--- src/pipe_pkg.sv ---
`default_nettype none

package pipe_pkg;

    // width of the count-leading result
    localparam int CL_W = 5;

    typedef logic [31:0] word_t;
    typedef logic [4:0]  gpr_num_t;   // zero means no write-back
    typedef logic [2:0]  load_sel_t;  // opaque here, decoded in memory stage
    typedef logic [1:0]  fwd_mode_t;

    // bit positions inside fwd_mode_t
    localparam int FWD_MEM = 0;  // result usable from this stage
    localparam int FWD_WB  = 1;  // result only at write-back

    typedef enum logic [2:0] {
        MATH_NONE = 3'd0,
        MATH_ALU  = 3'd1,
        MATH_MUL  = 3'd2,
        MATH_CL   = 3'd3,
        MATH_MDU  = 3'd4   // hi/lo move
    } math_sel_t;

    // everything latched from execute
    typedef struct packed {
        gpr_num_t         write_num;
        word_t            alu_res;     // also the memory address
        word_t            mul_res;
        word_t            mdu_res;
        logic [CL_W-1:0]  cl_res;
        math_sel_t        math_sel;
        logic             mem_req;
        logic             mem_wr;
        logic             mem_atom;    // ll / sc
        logic [3:0]       mem_strb;
        word_t            store_data;
        load_sel_t        load_sel;
        logic             eret;
    } exe_entry_t;

    // handed on to the memory stage
    typedef struct packed {
        gpr_num_t   write_num;
        word_t      result;
        logic       mem_req;
        load_sel_t  load_sel;
        logic [1:0] align;       // low address bits
        word_t      store_data;
    } mem_entry_t;

endpackage

`default_nettype wire
--- src/dcache_pkg.sv ---
`default_nettype none

package dcache_pkg;

    typedef logic [3:0] strb_t;  // one bit per byte lane

    // encoding as the cache expects it
    typedef enum logic [1:0] {
        SIZE_BYTE = 2'b00,
        SIZE_HALF = 2'b01,
        SIZE_WORD = 2'b11
    } acc_size_t;

    // first step of a cache access, index travels beside it
    typedef struct packed {
        logic            wr;
        strb_t           strb;
        acc_size_t       size;
        pipe_pkg::word_t wdata;
    } dreq_t;

endpackage

`default_nettype wire

--- src/premem_stage.sv ---
`timescale 1ns/1ns
`default_nettype none

module premem_stage #(
    parameter int INDEX_W = 12   // 6 to 14
) (
    input  wire                  clk,
    input  wire                  reset_i,

    // execute side
    input  wire                  exe_valid_i,
    input  pipe_pkg::exe_entry_t exe_entry_i,
    output logic                 allowin_o,

    // memory side
    input  wire                  down_allowin_i,
    output logic                 valid_o,
    output pipe_pkg::mem_entry_t mem_entry_o,

    // forwarding to decode
    output pipe_pkg::word_t      fwd_data_o,
    output pipe_pkg::fwd_mode_t  fwd_mode_o,
    output pipe_pkg::gpr_num_t   fwd_write_num_o,

    // stall and flush
    input  wire                  sba_risk_i,
    input  wire                  flush_i,

    // data cache, first step
    input  wire                  dcache_index_ok_i,
    output logic                 dcache_req_o,
    output logic [INDEX_W-1:0]   dcache_index_o,
    output dcache_pkg::dreq_t    dreq_o
);

    pipe_pkg::exe_entry_t held;
    pipe_pkg::word_t      result;
    logic                 has_data;
    logic                 ready;

    stage_register i_stage_register (
        .clk            (clk),
        .reset_i        (reset_i),
        .exe_valid_i    (exe_valid_i),
        .exe_entry_i    (exe_entry_i),
        .allowin_o      (allowin_o),
        .ready_i        (ready),
        .down_allowin_i (down_allowin_i),
        .flush_i        (flush_i),
        .valid_o        (valid_o),
        .has_data_o     (has_data),
        .entry_o        (held)
    );

    result_select i_result_select (
        .clk         (clk),
        .reset_i     (reset_i),
        .entry_i     (held),
        .result_o    (result),
        .fwd_mode_o  (fwd_mode_o),
        .write_num_o (fwd_write_num_o)
    );

    dcache_request #(
        .INDEX_W (INDEX_W)
    ) i_dcache_request (
        .entry_i           (held),
        .sba_risk_i        (sba_risk_i),
        .down_allowin_i    (down_allowin_i),
        .dcache_index_ok_i (dcache_index_ok_i),
        .dcache_req_o      (dcache_req_o),
        .dcache_index_o    (dcache_index_o),
        .dreq_o            (dreq_o),
        .ready_o           (ready)
    );

    assign fwd_data_o = result;

    ////////////////////
    // to memory stage
    ////////////////////

    always_comb begin
        mem_entry_o.write_num  = held.write_num;
        mem_entry_o.result     = result;
        mem_entry_o.mem_req    = held.mem_req && has_data;  // only a live entry waits on data
        mem_entry_o.load_sel   = held.load_sel;
        mem_entry_o.align      = held.alu_res[1:0];
        mem_entry_o.store_data = held.store_data;
    end

endmodule

`default_nettype wire

--- src/dcache_request.sv ---
`timescale 1ns/1ns
`default_nettype none

module dcache_request #(
    parameter int INDEX_W = 12
) (
    input  pipe_pkg::exe_entry_t entry_i,
    input  wire                  sba_risk_i,        // store buffer hazard
    input  wire                  down_allowin_i,
    input  wire                  dcache_index_ok_i,
    output logic                 dcache_req_o,
    output logic [INDEX_W-1:0]   dcache_index_o,
    output dcache_pkg::dreq_t    dreq_o,
    output logic                 ready_o
);

    logic [2:0]            strb_cnt;
    dcache_pkg::acc_size_t size;
    logic                  store_conflict;
    logic                  index_refused;

    ////////////////////
    // access size
    ////////////////////

    // number of enabled byte lanes
    assign strb_cnt = {2'b00, entry_i.mem_strb[0]} + {2'b00, entry_i.mem_strb[1]}
                    + {2'b00, entry_i.mem_strb[2]} + {2'b00, entry_i.mem_strb[3]};

    always_comb begin
        case (strb_cnt)
            3'd1:    size = dcache_pkg::SIZE_BYTE;
            3'd2:    size = dcache_pkg::SIZE_HALF;
            default: size = dcache_pkg::SIZE_WORD;
        endcase
    end

    ////////////////////
    // request
    ////////////////////

    assign dcache_req_o   = entry_i.mem_req && !sba_risk_i && down_allowin_i;
    assign dcache_index_o = entry_i.alu_res[INDEX_W-1:0];  // untranslated low bits

    always_comb begin
        dreq_o.wr    = entry_i.mem_wr;
        dreq_o.strb  = entry_i.mem_strb;
        dreq_o.size  = size;
        dreq_o.wdata = entry_i.store_data;
    end

    // stall causes
    assign store_conflict = entry_i.mem_req && sba_risk_i;
    assign index_refused  = entry_i.mem_req && !dcache_index_ok_i;

    assign ready_o = !(store_conflict || index_refused);

endmodule

`default_nettype wire

--- src/result_select.sv ---
`timescale 1ns/1ns
`default_nettype none

module result_select (
    input  wire                  clk,
    input  wire                  reset_i,
    input  pipe_pkg::exe_entry_t entry_i,
    output pipe_pkg::word_t      result_o,
    output pipe_pkg::fwd_mode_t  fwd_mode_o,
    output pipe_pkg::gpr_num_t   write_num_o
);

    logic is_ll;
    logic is_sc;
    logic link_q;

    // atomic access decode
    assign is_ll = entry_i.mem_req && !entry_i.mem_wr && entry_i.mem_atom;
    assign is_sc = entry_i.mem_req &&  entry_i.mem_wr && entry_i.mem_atom;

    ////////////////////
    // link bit
    ////////////////////

    always_ff @(posedge clk) begin
        if (reset_i || entry_i.eret) begin
            link_q <= 1'b0;
        end else if (is_ll) begin
            link_q <= 1'b1;
        end
    end

    ////////////////////
    // result mux
    ////////////////////

    always_comb begin
        case (entry_i.math_sel)
            pipe_pkg::MATH_ALU: result_o = entry_i.alu_res;
            pipe_pkg::MATH_MUL: result_o = entry_i.mul_res;
            pipe_pkg::MATH_MDU: result_o = entry_i.mdu_res;
            pipe_pkg::MATH_CL:  result_o = {{(32 - pipe_pkg::CL_W){1'b0}}, entry_i.cl_res};
            default:            result_o = '0;
        endcase
        // sc writes back success flag
        if (is_sc) begin
            result_o = {31'b0, link_q};
        end
    end

    // loads only have their data at write-back
    always_comb begin
        fwd_mode_o                   = '0;
        fwd_mode_o[pipe_pkg::FWD_MEM] = 1'b1;
        fwd_mode_o[pipe_pkg::FWD_WB]  = entry_i.mem_req;
    end

    assign write_num_o = entry_i.write_num;

endmodule

`default_nettype wire

--- src/stage_register.sv ---
`timescale 1ns/1ns
`default_nettype none

module stage_register (
    input  wire                  clk,
    input  wire                  reset_i,

    // from execute
    input  wire                  exe_valid_i,
    input  pipe_pkg::exe_entry_t exe_entry_i,
    output logic                 allowin_o,

    // stall and flush
    input  wire                  ready_i,         // low while cache or sba stalls
    input  wire                  down_allowin_i,
    input  wire                  flush_i,

    // toward memory and the sibling blocks
    output logic                 valid_o,
    output logic                 has_data_o,
    output pipe_pkg::exe_entry_t entry_o
);

    pipe_pkg::exe_entry_t entry_q;
    logic                 has_data_q;
    logic                 advance;

    ////////////////////
    // interlock
    ////////////////////

    // an empty stage always takes a new entry
    assign allowin_o = !has_data_q || (ready_i && down_allowin_i);
    assign valid_o   = has_data_q && ready_i && down_allowin_i;
    assign advance   = allowin_o;

    ////////////////////
    // entry register
    ////////////////////

    always_ff @(posedge clk) begin
        if (reset_i || flush_i) begin
            entry_q    <= '0;
            has_data_q <= 1'b0;
        end else if (advance) begin
            if (exe_valid_i) begin
                entry_q    <= exe_entry_i;
                has_data_q <= 1'b1;
            end else begin
                // bubble, zero entry keeps downstream logic quiet
                entry_q    <= '0;
                has_data_q <= 1'b0;
            end
        end
    end

    assign entry_o    = entry_q;
    assign has_data_o = has_data_q;

endmodule

`default_nettype wire

--- config.mk ---
export PLATFORM = sky130hd
export DESIGN_NAME = premem_stage
export DESIGN_NICKNAME = d
export VERILOG_FILES = /design/src/pipe_pkg.sv /design/src/dcache_pkg.sv /design/src/premem_stage.sv /design/src/dcache_request.sv /design/src/result_select.sv /design/src/stage_register.sv
export SDC_FILE = /design/constraint.sdc
export NUM_CORES = 1
export LEC_CHECK = 0
export BUFFER_PORTS_ARGS = -buffer_cell sky130_fd_sc_hd__buf_4
export CORE_UTILIZATION = 44
export CTS_CLUSTER_SIZE = 14
export DETAILED_ROUTE_END_ITERATION = 10
export HOLD_SLACK_MARGIN = 0.05
export PLACE_DENSITY_LB_ADDON = 0.3
export SYNTH_ARGS = -nofsm -noshare
export SYNTH_HDL_FRONTEND = slang
export SYNTH_SLANG_ARGS = --single-unit
--- constraint.sdc ---
create_clock -name clk -period 1.8 [get_ports clk]
set_input_delay 0.09 -clock clk [delete_from_list [all_inputs] [get_ports clk]]
set_output_delay 0.09 -clock clk [all_outputs]
set_load 0.05 [all_outputs]
==> flow_summary.toml <==
[synth]
ys_top_cells_by_area = "dfxtp_1 (38%), buf_4 (12%), nand4_1 (12%), o21ai_0 (11%), nand3_1 (9.6%)"
synth_edf_count = 0
ys_seq_area_share_pct = 38.45
synth_fa_ha_area_share_pct = 0.5618
synthSimpleGateAreaFrac_pct = 26.67
ys_ff_latch = 154
ys.warnings.count = 0
syn_area_um2 = 8018
async_flop_share_pct = 0
synth_cells = 1025
synth_area_per_cell_um2 = 7.822
synth_top_family_by_area = "simple AND/OR/NAND/NOR gates"
yosys.area.top_type_share_pct = 38.45
synth_xor_area_share_pct = 0.1092
yosys-top-cells-count = "o21ai_0 (179), dfxtp_1 (154), nand3_1 (153), nand4_1 (152), buf_4 (133)"
synth.area.mux_share_pct = 0.2653
synth_compound_area_share_pct = 15.34
synth_top_area_cell = "dfxtp_1"
synth_ff_type = "dfxtp_1"
synth_nets = 1187
synth_most_common_cell = "o21ai_0"
netlist-cell-type-count = 35

[clock_tree]
clk_latency_ns = 0.43
cts_tree = "yes"
tritoncts.num_buffers = 17
cts_sinks = 154
cts_buffer_depth = 2
ctsHtreeMaxLevel = 4
cts_root_buf = "clkbuf_16"
path_clk_slew_ns = 0.06

[place]
place_area_um2 = 9836
dp.cells = 1363
numPortBuffers = 325
dpl.hpwl_um = 16820
gp_congestion = 0.8068

[floorplanning]
die_x_um = 137.0
start_util_pct = 45.72
die_area_um2 = 18770
dieHeight_um = 137.0
fp.coreArea_um2 = 17540
ioPinCount = 327
row_count = 48

[routing]
ant_nets = 0
wl_per_cell_um = 20.63
first_pass_iters = 8
drc = 0
finalWirelength_um = 32920
initialDrtViolationCount = 917
vias = 9422
via_per_inst = 5.904

[power]
leakage_nw = 5.493
peakVddDrop_uv = 659.0
p_total_mw = 8.723
power_density_nw_per_um2 = 641.5

[global_route]
gr-max-usage-layer = "met2"
use_met3_pct = 6.296
met2_usage_pct = 56.62
grt-ovfl-total = 0
grt_pass1_wl_um = 48510
grt_max_degree = 119
antenna_found_initial = 0
first_global_vias = 8940
grt_use_met1_pct = 40.85
grtUsageTotal_pct = 33.52

[sta]
finalHoldViolations = 0
postLayoutSetupSlackWorst_ns = -0.4151
hold_slack_ns = 0.1911
worst_clock_skew_ns = 0.007517
timing.fmax_mhz = 451.4
max_slew_margin_pct = 64.09
tightest_slew_ns = 0.5386
rsz0062_at_grt = "true"
slew_violations = 0
setup-violations-final = 67
min_period_over_period_pct = 123.1
layout_min_cycle_time_ns = 2.215

[run]
cap_violations = 0

[final_layout]
nets = 1522
final_cells = 1596
final_cell_area_um2 = 13600
area_growth_pct = 69.62
diodes = 0
drive_gt1_share_pct = 40.48

[outcome]
violations = "setup timing"
status = "finished, violations left"

[critical_path]
crit_slowest_cell = "dfxtp_2"
slowest_delay_ns = 0.34
crit_type = "reg -> out"
end_kind = "output port"
crit_chain = "ha_4 > inv_2 > fa_2 > inv_2 > ha_4 > or3_4 > buf_8"
startpoint_type = "flop"
arrival_ns = 2.13
path_max_fanout = 2
cp.required_ns = 1.71

[hold_path]
min_path_type = "in -> reg"
## area by class of cell
type / count / area [µm²]
Sequential cell: 154 / 3104
Clock inverter: 8 / 71.32
Clock buffer: 22 / 464.2
Fill cell: 1091 / 3938
Inverter: 8 / 30.03
Multi-Input combinational cell: 616 / 3934
Tap cell: 225 / 281.5
Timing Repair Buffer: 563 / 5714
## registers in the layout (all words and copies together) (netlist names)
register                     flops
i_stage_register.entry_o       152
i_result_select.link_q           1
i_stage_register.has_data_o      1
## through the flow
step | util [%] | setup TNS (ns) | worst slack, ns
floorplan | - | -2.142 | -0.06965
global placement | 56.09 | -0.07586 | -0.07348
detailed placement | 56.09 | -0.1432 | -0.07579
CTS | 76.46 | -16.98 | -0.4472
global route | 77.55 | -21.52 | -0.4705
finish | 77.55 | -17.58 | -0.4151
## cell families after synthesis
| kind of cell | Yosys count |
|---|---|
| flops | 154 |
| simple gates | 384 |
| fa+ha+maj | 3 |
| other cells | 1 |
| xor+xnor | 1 |
| buf+inv | 256 |
| mux | 2 |
| compound gates | 224 |
## worst paths after layout
check | startpoint | to | slack [ns] | depth (start not counted)
worst min register to register | i_stage_register.entry_o[0] | i_result_select.link_q | 0.43 | 1
worst max-delay path | i_stage_register.entry_o[36] | dreq_o[32] | -0.42 | 7
worst min-delay path | flush_i | i_stage_register.entry_o[0] | 0.19 | 5
worst max register to register | i_stage_register.entry_o[42] | i_stage_register.entry_o[130] | -0.02 | 7
## worst max-delay path, delay by kind of cell (launching register included)
family / cells / cell delay, ns
fa+ha+maj: 3 / 0.77
flops: 1 / 0.34
simple gates: 1 / 0.33
buf+inv: 3 / 0.26
## what timing repair did
action / 4_1_cts / 5_1_grt
endpoints found under the setup margin: 68 / 94
cloned: 13 / 2
hold buffers: 154 / 0
pin swaps: 66 / 62
gates resized for setup: 280 / 48
setup buffers: 27 / 16
hold endpoints to repair: 153 / 0
## report_power, final
group	leakage, nW	switching, mW	internal (mW)
sequential	1.26	0.0831	3.50
clock	0.262	1.42	1.95
combinational	3.97	0.932	0.839
total	5.49	2.43	6.29
## per-layer routing
layer  share of wire [%]  wire, µm  up-vias
met2                  50     16380      563
met1                  38     12630     4462
met3                 7.6      2498      131
li1                    -         -     4266
met4                 4.3      1414        0
met5                   0         0        -
## cell usage in the layout (no fill, tap or decap), types with 2 or more instances in the layout
cell type	Yosys	layout
clkbuf_8	0	2
clkbuf_1	82	3
dfxtp_1	154	147
o21ai_2	0	9
nor2b_4	0	5
bufbuf_16	0	2
nor3b_4	0	2
nand2_2	0	10
a32oi_2	0	3
dfxtp_4	0	5
o21ai_1	4	25
nand3b_1	2	2
buf_6	0	25
o21ai_0	179	149
nor2_2	1	3
buf_8	0	67
nand2_4	0	5
clkinv_2	0	4
nand3_1	153	153
nand2_1	28	13
a22oi_1	30	3
buf_16	0	6
buf_4	133	283
and2_4	0	31
dlygate4sd3_1	0	154
clkbuf_16	0	19
inv_2	1	3
a21oi_4	0	2
inv_1	7	5
nor2_4	0	2
clkinvlp_4	0	2
buf_12	0	24
dfxtp_2	0	2
a22oi_2	0	27
nand4_1	152	152
ha_4	0	2
Note: power is estimated with default switching activity, not from simulation.
